File: src/include/regbridge_defines.svh
//##################################################
// Width, register count, base address, read delay
// and identification word of the register bridge
//##################################################
`ifndef REGBRIDGE_DEFINES_SVH
`define REGBRIDGE_DEFINES_SVH

// AXI-Lite byte address and data widths
`define REGB_ADDR_WIDTH 32
`define REGB_DATA_WIDTH 32

// Number of 32-bit registers in the bank, register 0 included
`define REGB_REG_COUNT 16

// Byte address that maps to register 0
`define REGB_BASE_ADDRESS 32'h4000_0000

// Cycles from an issued read index to valid read data
`define REGB_READ_DELAY 2

// Constant returned by register 0
`define REGB_ID_VALUE 32'h5242_0100

`endif

File: src/hw/regbridge_pkg.sv
//##################################################
// Shared types: bus vectors, channel structs and
// the skid buffer state
//##################################################
`default_nettype none

`include "regbridge_defines.svh"

package regbridge_pkg;

    // Plain vectors with a meaning on the bus
    typedef logic [`REGB_ADDR_WIDTH-1:0] axil_addr_t;
    typedef logic [`REGB_DATA_WIDTH-1:0] axil_data_t;
    typedef logic [`REGB_DATA_WIDTH/8-1:0] axil_strb_t;
    typedef logic [1:0] axil_resp_t;

    // Word index, full width until the bank range check
    typedef logic [31:0] reg_index_t;

    localparam axil_resp_t AXIL_RESP_OKAY = 2'b00;

    // W channel payload
    typedef struct packed {
        axil_data_t data;
        axil_strb_t strb;
    } axil_w_t;

    // R channel payload
    typedef struct packed {
        axil_data_t data;
        axil_resp_t resp;
    } axil_r_t;

    // One strobed write towards the register bank
    typedef struct packed {
        reg_index_t index;
        axil_data_t data;
        axil_strb_t strb;
    } reg_write_t;

    typedef enum logic {
        skid_empty,
        skid_full
    } skid_state_t;

endpackage

`default_nettype wire

File: src/hw/axil_skid_buffer.sv
//##################################################
// One-entry skid buffer for a valid/ready channel
//##################################################
`timescale 1ns/100ps
`default_nettype none

module axil_skid_buffer #(
    parameter int DATA_WIDTH = 32,
    parameter bit REGISTER_OUTPUT = 1'b0
) (
    input  logic                  clock,
    input  logic                  reset,
    input  logic                  in_valid,
    output logic                  in_ready,
    input  logic [DATA_WIDTH-1:0] in_data,
    output logic                  out_valid,
    input  logic                  out_ready,
    output logic [DATA_WIDTH-1:0] out_data
);

    import regbridge_pkg::*;

    skid_state_t state;
    skid_state_t state_next;
    logic [DATA_WIDTH-1:0] skid_data;
    logic accept;
    // Output stage can take an item this cycle
    logic drain;

    assign accept = in_valid && in_ready;

    always_comb begin
        state_next = state;
        case (state)
            skid_empty: if (accept && !drain) state_next = skid_full;
            skid_full:  if (drain) state_next = skid_empty;
            default:    state_next = skid_empty;
        endcase
    end

    // in_ready comes straight from a flop
    always_ff @(posedge clock) begin
        if (!reset) begin
            state <= skid_empty;
            in_ready <= 1'b0;
        end else begin
            state <= state_next;
            in_ready <= (state_next == skid_empty);
        end
    end

    // Spare entry, loaded when the output stalls
    always_ff @(posedge clock) begin
        if (state == skid_empty && accept && !drain) begin
            skid_data <= in_data;
        end
    end

    generate
        if (REGISTER_OUTPUT) begin : g_registered
            assign drain = !out_valid || out_ready;

            always_ff @(posedge clock) begin
                if (!reset) begin
                    out_valid <= 1'b0;
                end else if (drain) begin
                    out_valid <= (state == skid_full) || accept;
                end
            end

            always_ff @(posedge clock) begin
                if (drain) begin
                    if (state == skid_full) begin
                        out_data <= skid_data;
                    end else if (accept) begin
                        out_data <= in_data;
                    end
                end
            end
        end else begin : g_passthrough
            // Input goes straight through while nothing is held
            assign drain = out_ready;
            assign out_valid = (state == skid_full) || accept;
            assign out_data = (state == skid_full) ? skid_data : in_data;
        end
    endgenerate

    // A stalled item must not change under the consumer
    stable_while_stalled : assert property (
        @(posedge clock) disable iff (!reset)
        out_valid && !out_ready |=> $stable(out_data)
    );

endmodule

`default_nettype wire

File: src/hw/axil_external_registers_cu.sv
//##################################################
// AXI-Lite control unit: buffered request channels,
// address translation, B and R channel registers
//##################################################
`timescale 1ns/100ps
`default_nettype none

`include "regbridge_defines.svh"

module axil_external_registers_cu #(
    parameter regbridge_pkg::axil_addr_t BASE_ADDRESS = `REGB_BASE_ADDRESS,
    parameter bit REGISTERED_BUFFERS = 1'b0
) (
    input  logic                       clock,
    input  logic                       reset,
    // AXI-Lite slave side
    input  logic                       awvalid,
    output logic                       awready,
    input  regbridge_pkg::axil_addr_t  awaddr,
    input  logic                       wvalid,
    output logic                       wready,
    input  regbridge_pkg::axil_w_t     w,
    output logic                       bvalid,
    input  logic                       bready,
    output regbridge_pkg::axil_resp_t  bresp,
    input  logic                       arvalid,
    output logic                       arready,
    input  regbridge_pkg::axil_addr_t  araddr,
    output logic                       rvalid,
    input  logic                       rready,
    output regbridge_pkg::axil_r_t     r,
    // Register bank side
    output logic                       read_index_valid,
    output regbridge_pkg::reg_index_t  read_index,
    input  logic                       read_data_valid,
    input  regbridge_pkg::axil_data_t  read_data,
    output logic                       write_req_valid,
    output regbridge_pkg::reg_write_t  write_req
);

    import regbridge_pkg::*;

    logic aw_out_valid;
    axil_addr_t aw_addr;
    logic w_out_valid;
    axil_w_t w_buf;
    logic ar_out_valid;
    axil_addr_t ar_addr;

    logic b_free;
    logic write_fire;
    axil_addr_t write_offset;

    logic r_free;
    logic read_fire;
    logic read_pending;
    axil_addr_t read_offset;
    axil_data_t r_data;

    axil_skid_buffer #(
        .DATA_WIDTH($bits(axil_addr_t)),
        .REGISTER_OUTPUT(REGISTERED_BUFFERS)
    ) aw_buffer (
        .clock(clock),
        .reset(reset),
        .in_valid(awvalid),
        .in_ready(awready),
        .in_data(awaddr),
        .out_valid(aw_out_valid),
        .out_ready(write_fire),
        .out_data(aw_addr)
    );

    axil_skid_buffer #(
        .DATA_WIDTH($bits(axil_w_t)),
        .REGISTER_OUTPUT(REGISTERED_BUFFERS)
    ) w_buffer (
        .clock(clock),
        .reset(reset),
        .in_valid(wvalid),
        .in_ready(wready),
        .in_data(w),
        .out_valid(w_out_valid),
        .out_ready(write_fire),
        .out_data(w_buf)
    );

    axil_skid_buffer #(
        .DATA_WIDTH($bits(axil_addr_t)),
        .REGISTER_OUTPUT(REGISTERED_BUFFERS)
    ) ar_buffer (
        .clock(clock),
        .reset(reset),
        .in_valid(arvalid),
        .in_ready(arready),
        .in_data(araddr),
        .out_valid(ar_out_valid),
        .out_ready(read_fire),
        .out_data(ar_addr)
    );

    // Address and data leave the buffers together
    assign b_free = !bvalid || bready;
    assign write_fire = aw_out_valid && w_out_valid && b_free;
    assign write_offset = aw_addr - BASE_ADDRESS;

    assign write_req_valid = write_fire;
    assign write_req = '{
        index: reg_index_t'(write_offset >> 2),
        data:  w_buf.data,
        strb:  w_buf.strb
    };

    always_ff @(posedge clock) begin
        if (!reset) begin
            bvalid <= 1'b0;
        end else if (write_fire) begin
            bvalid <= 1'b1;
        end else if (bready) begin
            bvalid <= 1'b0;
        end
    end

    assign bresp = AXIL_RESP_OKAY;

    // At most one read in flight
    assign r_free = !rvalid || rready;
    assign read_fire = ar_out_valid && !read_pending && r_free;
    assign read_offset = ar_addr - BASE_ADDRESS;

    assign read_index_valid = read_fire;
    assign read_index = reg_index_t'(read_offset >> 2);

    always_ff @(posedge clock) begin
        if (!reset) begin
            read_pending <= 1'b0;
            rvalid <= 1'b0;
        end else begin
            if (read_fire) begin
                read_pending <= 1'b1;
            end else if (read_data_valid) begin
                read_pending <= 1'b0;
            end

            if (read_data_valid) begin
                rvalid <= 1'b1;
            end else if (rready) begin
                rvalid <= 1'b0;
            end
        end
    end

    always_ff @(posedge clock) begin
        if (read_data_valid) begin
            r_data <= read_data;
        end
    end

    assign r = '{data: r_data, resp: AXIL_RESP_OKAY};

    // A stalled response stays up and keeps the next write waiting
    bvalid_held : assert property (
        @(posedge clock) disable iff (!reset)
        bvalid && !bready |=> bvalid && !$past(write_fire)
    );

    // Bank data only ever answers a read that was issued
    read_data_expected : assert property (
        @(posedge clock) disable iff (!reset)
        read_data_valid |-> read_pending
    );

endmodule

`default_nettype wire

File: src/hw/register_bank.sv
//##################################################
// Register storage: strobed writes, read-only ID in
// register 0, fixed-delay read pipeline
//##################################################
`timescale 1ns/100ps
`default_nettype none

`include "regbridge_defines.svh"

module register_bank #(
    parameter int REG_COUNT = `REGB_REG_COUNT,
    parameter int READ_DELAY = `REGB_READ_DELAY
) (
    input  logic                      clock,
    input  logic                      reset,
    input  logic                      write_req_valid,
    input  regbridge_pkg::reg_write_t write_req,
    input  logic                      read_index_valid,
    input  regbridge_pkg::reg_index_t read_index,
    output logic                      read_data_valid,
    output regbridge_pkg::axil_data_t read_data
);

    import regbridge_pkg::*;

    localparam int INDEX_BITS = $clog2(REG_COUNT);

    // Register 0 has no storage, it is the ID word
    axil_data_t regs [1:REG_COUNT-1];
    axil_data_t read_word;
    logic write_hit;

    logic       valid_pipe [READ_DELAY];
    axil_data_t data_pipe [READ_DELAY];

    function automatic axil_data_t apply_strobe(
        input axil_data_t prior,
        input axil_data_t update,
        input axil_strb_t strb
    );
        axil_data_t merged;
        merged = prior;
        for (int k = 0; k < $bits(axil_strb_t); k++) begin
            if (strb[k]) begin
                merged[k*8 +: 8] = update[k*8 +: 8];
            end
        end
        return merged;
    endfunction

    assign write_hit = write_req_valid
                    && (write_req.index != '0)
                    && (write_req.index < REG_COUNT);

    always_ff @(posedge clock) begin
        if (!reset) begin
            for (int i = 1; i < REG_COUNT; i++) begin
                regs[i] <= '0;
            end
        end else if (write_hit) begin
            regs[write_req.index[INDEX_BITS-1:0]] <= apply_strobe(
                regs[write_req.index[INDEX_BITS-1:0]], write_req.data, write_req.strb);
        end
    end

    // Lookup for the first pipeline stage
    always_comb begin
        if (read_index == '0) begin
            read_word = `REGB_ID_VALUE;
        end else if (read_index < REG_COUNT) begin
            read_word = regs[read_index[INDEX_BITS-1:0]];
        end else begin
            read_word = '0;
        end
    end

    always_ff @(posedge clock) begin
        if (!reset) begin
            for (int i = 0; i < READ_DELAY; i++) begin
                valid_pipe[i] <= 1'b0;
            end
        end else begin
            valid_pipe[0] <= read_index_valid;
            for (int i = 1; i < READ_DELAY; i++) begin
                valid_pipe[i] <= valid_pipe[i-1];
            end
        end
    end

    always_ff @(posedge clock) begin
        data_pipe[0] <= read_word;
        for (int i = 1; i < READ_DELAY; i++) begin
            data_pipe[i] <= data_pipe[i-1];
        end
    end

    assign read_data_valid = valid_pipe[READ_DELAY-1];
    assign read_data = data_pipe[READ_DELAY-1];

    // Latency is fixed, the pipeline never stalls
    fixed_read_latency : assert property (
        @(posedge clock) disable iff (!reset)
        read_data_valid == $past(read_index_valid, READ_DELAY)
    );

endmodule

`default_nettype wire

File: src/hw/regbridge_top.sv
//##################################################
// AXI-Lite register bridge top level
//##################################################
`timescale 1ns/100ps
`default_nettype none

module regbridge_top (
    input  logic                      clock,
    input  logic                      reset,
    input  logic                      awvalid,
    output logic                      awready,
    input  regbridge_pkg::axil_addr_t awaddr,
    input  logic                      wvalid,
    output logic                      wready,
    input  regbridge_pkg::axil_w_t    w,
    output logic                      bvalid,
    input  logic                      bready,
    output regbridge_pkg::axil_resp_t bresp,
    input  logic                      arvalid,
    output logic                      arready,
    input  regbridge_pkg::axil_addr_t araddr,
    output logic                      rvalid,
    input  logic                      rready,
    output regbridge_pkg::axil_r_t    r
);

    // Streams between the control unit and the bank
    logic                      read_index_valid;
    regbridge_pkg::reg_index_t read_index;
    logic                      read_data_valid;
    regbridge_pkg::axil_data_t read_data;
    logic                      write_req_valid;
    regbridge_pkg::reg_write_t write_req;

    axil_external_registers_cu cu (
        .clock(clock),
        .reset(reset),
        .awvalid(awvalid),
        .awready(awready),
        .awaddr(awaddr),
        .wvalid(wvalid),
        .wready(wready),
        .w(w),
        .bvalid(bvalid),
        .bready(bready),
        .bresp(bresp),
        .arvalid(arvalid),
        .arready(arready),
        .araddr(araddr),
        .rvalid(rvalid),
        .rready(rready),
        .r(r),
        .read_index_valid(read_index_valid),
        .read_index(read_index),
        .read_data_valid(read_data_valid),
        .read_data(read_data),
        .write_req_valid(write_req_valid),
        .write_req(write_req)
    );

    register_bank bank (
        .clock(clock),
        .reset(reset),
        .write_req_valid(write_req_valid),
        .write_req(write_req),
        .read_index_valid(read_index_valid),
        .read_index(read_index),
        .read_data_valid(read_data_valid),
        .read_data(read_data)
    );

endmodule

`default_nettype wire

File: config.mk
export PLATFORM = sky130hd
export DESIGN_NAME = regbridge_top
export DESIGN_NICKNAME = d
export VERILOG_FILES = /design/src/hw/regbridge_pkg.sv /design/src/hw/axil_skid_buffer.sv /design/src/hw/axil_external_registers_cu.sv /design/src/hw/register_bank.sv /design/src/hw/regbridge_top.sv
export VERILOG_INCLUDE_DIRS = /design/src /design/src/include
export SDC_FILE = /design/constraint.sdc
export NUM_CORES = 1
export LEC_CHECK = 0
export BUFFER_PORTS_ARGS = -buffer_cell sky130_fd_sc_hd__buf_2
export CAP_MARGIN = 20
export CORE_MARGIN = 2
export CORE_UTILIZATION = 55
export DETAILED_ROUTE_END_ITERATION = 16
export PLACE_DENSITY = 0.8
export SLEW_MARGIN = 20
export SYNTH_ARGS = -nofsm -noshare
export SYNTH_HDL_FRONTEND = slang
export SYNTH_SLANG_ARGS = --single-unit
File: constraint.sdc
create_clock -name clock -period 7.2 [get_ports clock]
set_clock_uncertainty 0.1 [all_clocks]
set_input_delay 0.36 -clock clock [delete_from_list [all_inputs] [get_ports clock]]
set_output_delay 0.36 -clock clock [all_outputs]
set_load 0.01 [all_outputs]
==> results by group <==
Status
  – Status: finished clean

Place
  – Place WS: 2.547 ns
  – Final Wtd Congestion: around 0.84
  – DP Area: ~30000 um^2
  – Port Buf Inserts: around 140
  – Post-DP HPWL: roughly 40000 um

Setup path
  – Required time of the critical path: about 7.4 ns
  – Crit start category: flip-flop
  – CP Data Arrival Time: about 4.7 ns
  – Worst Setup End Kind: flip-flop
  – Crit path kind: reg -> reg
  – Worst-path fanout max: 19

Pwr
  – Combinational Power Share: 6.6%
  – Peak VDD IR: roughly 0.16 mV
  – NetSw: between 0.0015 and 0.002 W
  – Seq pwr share: about half
  – Switching Fraction: roughly a fifth
  – Internal Pwr Total: 0.007175 W
  – P per Cell Area: 271.1 nW/um^2
  – Total leakage power: approximately 12 nW
  – Clock group share of total power: between 40% and 50%

CTS
  – Clock Tree Root: clkbuf_16
  – CTS Buf Count: approximately 70
  – Hold Buf Count CTS: 100
  – Setup Fix Bufs, Post-CTS: 0
  – Skew-Pair Late Insertion Delay: 0.61 ns
  – Clock slew at reported path FFs: approximately 0.060 ns
  – CTS tree: built
  – CTS Sinks: 710
  – Resize count post-CTS: 0
  – H-tree Lvls: 3
  – Max Buffers Root-to-Sink: 3

Synth
  – XOR/XNOR Fraction of Synth Area: 0%
  – Post-Synth Adder-Cell Area: 0%
  – Post-Synthesis Cells: about 1900
  – Largest family of logic cells by synthesized area: multiplexers
  – Multiplexer share of the synthesized area: between 10% and 20%
  – Synthesized area: about 29000 um^2
  – Average size of a mapped cell: approximately 15 um^2
  – Compound-cell area share of the yosys netlist: roughly 2.9%
  – Seq/Total Area, Yosys: between 70% and 80%
  – FF+latch count, synth: between 700 and 800
  – Main synth FF type: edfxtp_1
  – Post-synth EDFFs: between 600 and 700
  – Ys async rst share: 0%
  – Synth warn: 0
  – Simple-gate share of the synthesized area: 10.43%
  – Synth cell types: 41

STA
  – Worst setup margin: around 2.7 ns
  – Final hold violation count: 0
  – Fin. max-slew vios: 0
  – TNS Setup: 0 ns
  – Max Clk Rate: about 220 MHz
  – Hold Slack: approximately 0.12 ns
  – RSZ-0062 raised after global routing: false
  – Clock period minus final worst setup slack: between 4 and 5 ns
  – Final period utilization: between 60% and 70%
  – Finish-stage setup viols: 0
  – Worst-margin pin slew: a little over 1 ns
  – Rel. slew slack: between 30% and 40%

GRT
  – Number of global-route vias before repair: roughly 18000
  – First-pass GRT wire length: approximately 100000 um
  – GRT Total Usage: about a quarter
  – Largest net degree at the start of global routing: slightly above 70
  – Antenna violations before repair: 1
  – Overflow after GRT: 0

Cells and area
  – Antenna diodes: 0
  – Final-stage net count: 2247
  – Share of layout cells above drive strength 1: between 20 and 25%
  – Area grow syn2layout: 17.27%
  – Finished Cell Area: between 30000 and 40000 um^2

Hold path
  – HP Class: in -> reg

Detailed routing
  – First DRT Iteration DRCs: just under 2000
  – Post-Route WL: 69800 um
  – Drt drc: 0
  – Drt wl/cell: 24.29 um
  – DR vias: roughly 17000
  – Post-DRT Antenna Nets: 0
  – DRT Pass-1 Iters: 5
  – Via/cell ratio: slightly above 6

Die
  – Die height: around 230 um
  – Num ports: between 100 and 150
  – Die area: 53920 um^2
  – Starting Density: 55.72%
  – Num rows: slightly above 80
  – Area of the core: a little over 50000 um^2
  – DIE WIDTH: 232.2 um

Job
  – Maxcap violations: 0
[per-layer routing]
layer	vias up	track usage [%]	routed length, um
li1	7546	-	-
met1	8579	32.10	23750
met2	1131	44.56	35260
met3	211	5.378	7592
met4	2	13.10	3188
met5	-	0	13
[stage by stage]
step	instances	power, W	utilization (%)
after global placement	2641	0.005273	58.55
after CTS	2874	0.009122	65.29
after global routing	2874	0.009345	65.35
after floorplan	1922	0.005088	-
final	2874	0.009106	65.35
after detailed placement	2647	0.005301	58.62
[path summary, 6_finish.rpt]
kind / from / end / slack (ns) / cells after the start
setup / recovery: cu.aw_buffer.state / bank.regs[6][5] / 2.74 / 6
hold / removal: arvalid / cu.ar_buffer.skid_data[4] / 0.12 / 3
setup reg to reg: cu.aw_buffer.state / bank.regs[6][5] / 2.74 / 6
hold reg to reg: bank.data_pipe[0][4] / bank.data_pipe[1][4] / 0.22 / 0
[synthesized netlist by cell type, types with 3 or more instances]
master / instances / area [um^2]
o21ai_0: 61 / 305.3
inv_1: 9 / 33.78
mux2i_1: 62 / 620.6
nand3_1: 24 / 120.1
buf_4: 11 / 82.58
nand2_1: 72 / 270.3
mux2_2: 39 / 439.2
nand4_2: 28 / 350.3
buf_2: 32 / 160.2
nor4_1: 13 / 81.33
nor4b_1: 7 / 61.31
or3_1: 4 / 25.02
buf_1: 8 / 30.03
a221oi_1: 5 / 43.79
nand4_1: 13 / 81.33
nand2b_1: 6 / 37.54
edfxtp_1: 635 / 19070
o22ai_1: 34 / 212.7
o32ai_1: 10 / 87.58
a21oi_1: 3 / 15.01
nor2_1: 495 / 1858
o21a_1: 5 / 37.54
dfxtp_1: 75 / 1501
a31oi_1: 5 / 31.28
clkbuf_1: 98 / 367.9
nor3_1: 10 / 50.05
mux4_2: 112 / 2522
[sequential cells by signal, indices dropped and copies added (netlist names), 2 cells and up]
| name | flops |
|---|---|
| cu.w_buffer.skid_data | 36 |
| cu.aw_buffer.skid_data | 30 |
| bank.valid_pipe | 2 |
| bank.data_pipe | 64 |
| bank.regs | 507 |
| cu.r_data | 32 |
| cu.ar_buffer.skid_data | 30 |
[cells by family (layout without fill, tap and decap cells)]
group	after synthesis	count (layout)
AOI/OAI and AO/OA	131	131
buffers and inverters	158	430
DFF	710	710
muxes	213	213
other	1	31
and+or+nand+nor	679	679
[area by class of cell]
class	instances	area, um^2
fill	3388	17810
clock inverter	34	390.4
inverter	9	33.78
sequential	710	20570
timing repair buffer	294	2102
clock buffer	93	2036
multi-input combinational	1054	7606
tap	680	850.8
[power by group through the flow]
stage / Combinational (W) / Sequential (W) / Clock (W)
4_1_cts: 0.000593 / 0.00467 / 0.00386
3_3_place_gp: 0.000529 / 0.00474 / 0
6_report: 0.000603 / 0.00467 / 0.00383
2_1_floorplan: 0.000350 / 0.00474 / 0
5_1_grt: 0.000635 / 0.00468 / 0.00403
3_5_place_dp: 0.000546 / 0.00475 / 0
[cell usage in the layout, fill, tap and decap left out, types with 7 or more instances in the layout]
master         Yosys  final
mux4_2           112    112
o22ai_1           34     34
clkbuf_1          98     10
nand4_1           13     13
buf_2             32    142
dfxtp_1           75     73
edfxtp_1         635    635
clkbuf_8           0      7
inv_1              9      9
clkinv_1           0      8
nor2_1           495    495
dlygate4sd3_1      0    100
nand4_2           28     28
mux2i_1           62     60
nor3_1            10      7
nand2_1           72     72
buf_4             11     52
clkbuf_16          0     76
clkinv_2           0     15
nor4b_1            7      7
nor4_1            13     13
mux2_2            39     37
o21ai_1            0     36
bufinv_16          0      9
o21ai_0           61     25
conb_1             1     31
nand3_1           24     23
[critical path: stages, from the launching register on]
cell and delay [ns]:
dfxtp_1 0.75, nor4bb_1 0.44, nand3_1 0.18, a22oi_4 0.82, nand3_1 0.70, o21ai_0 0.86
buf_2 0.32
Power figures use the tool's default switching activity.
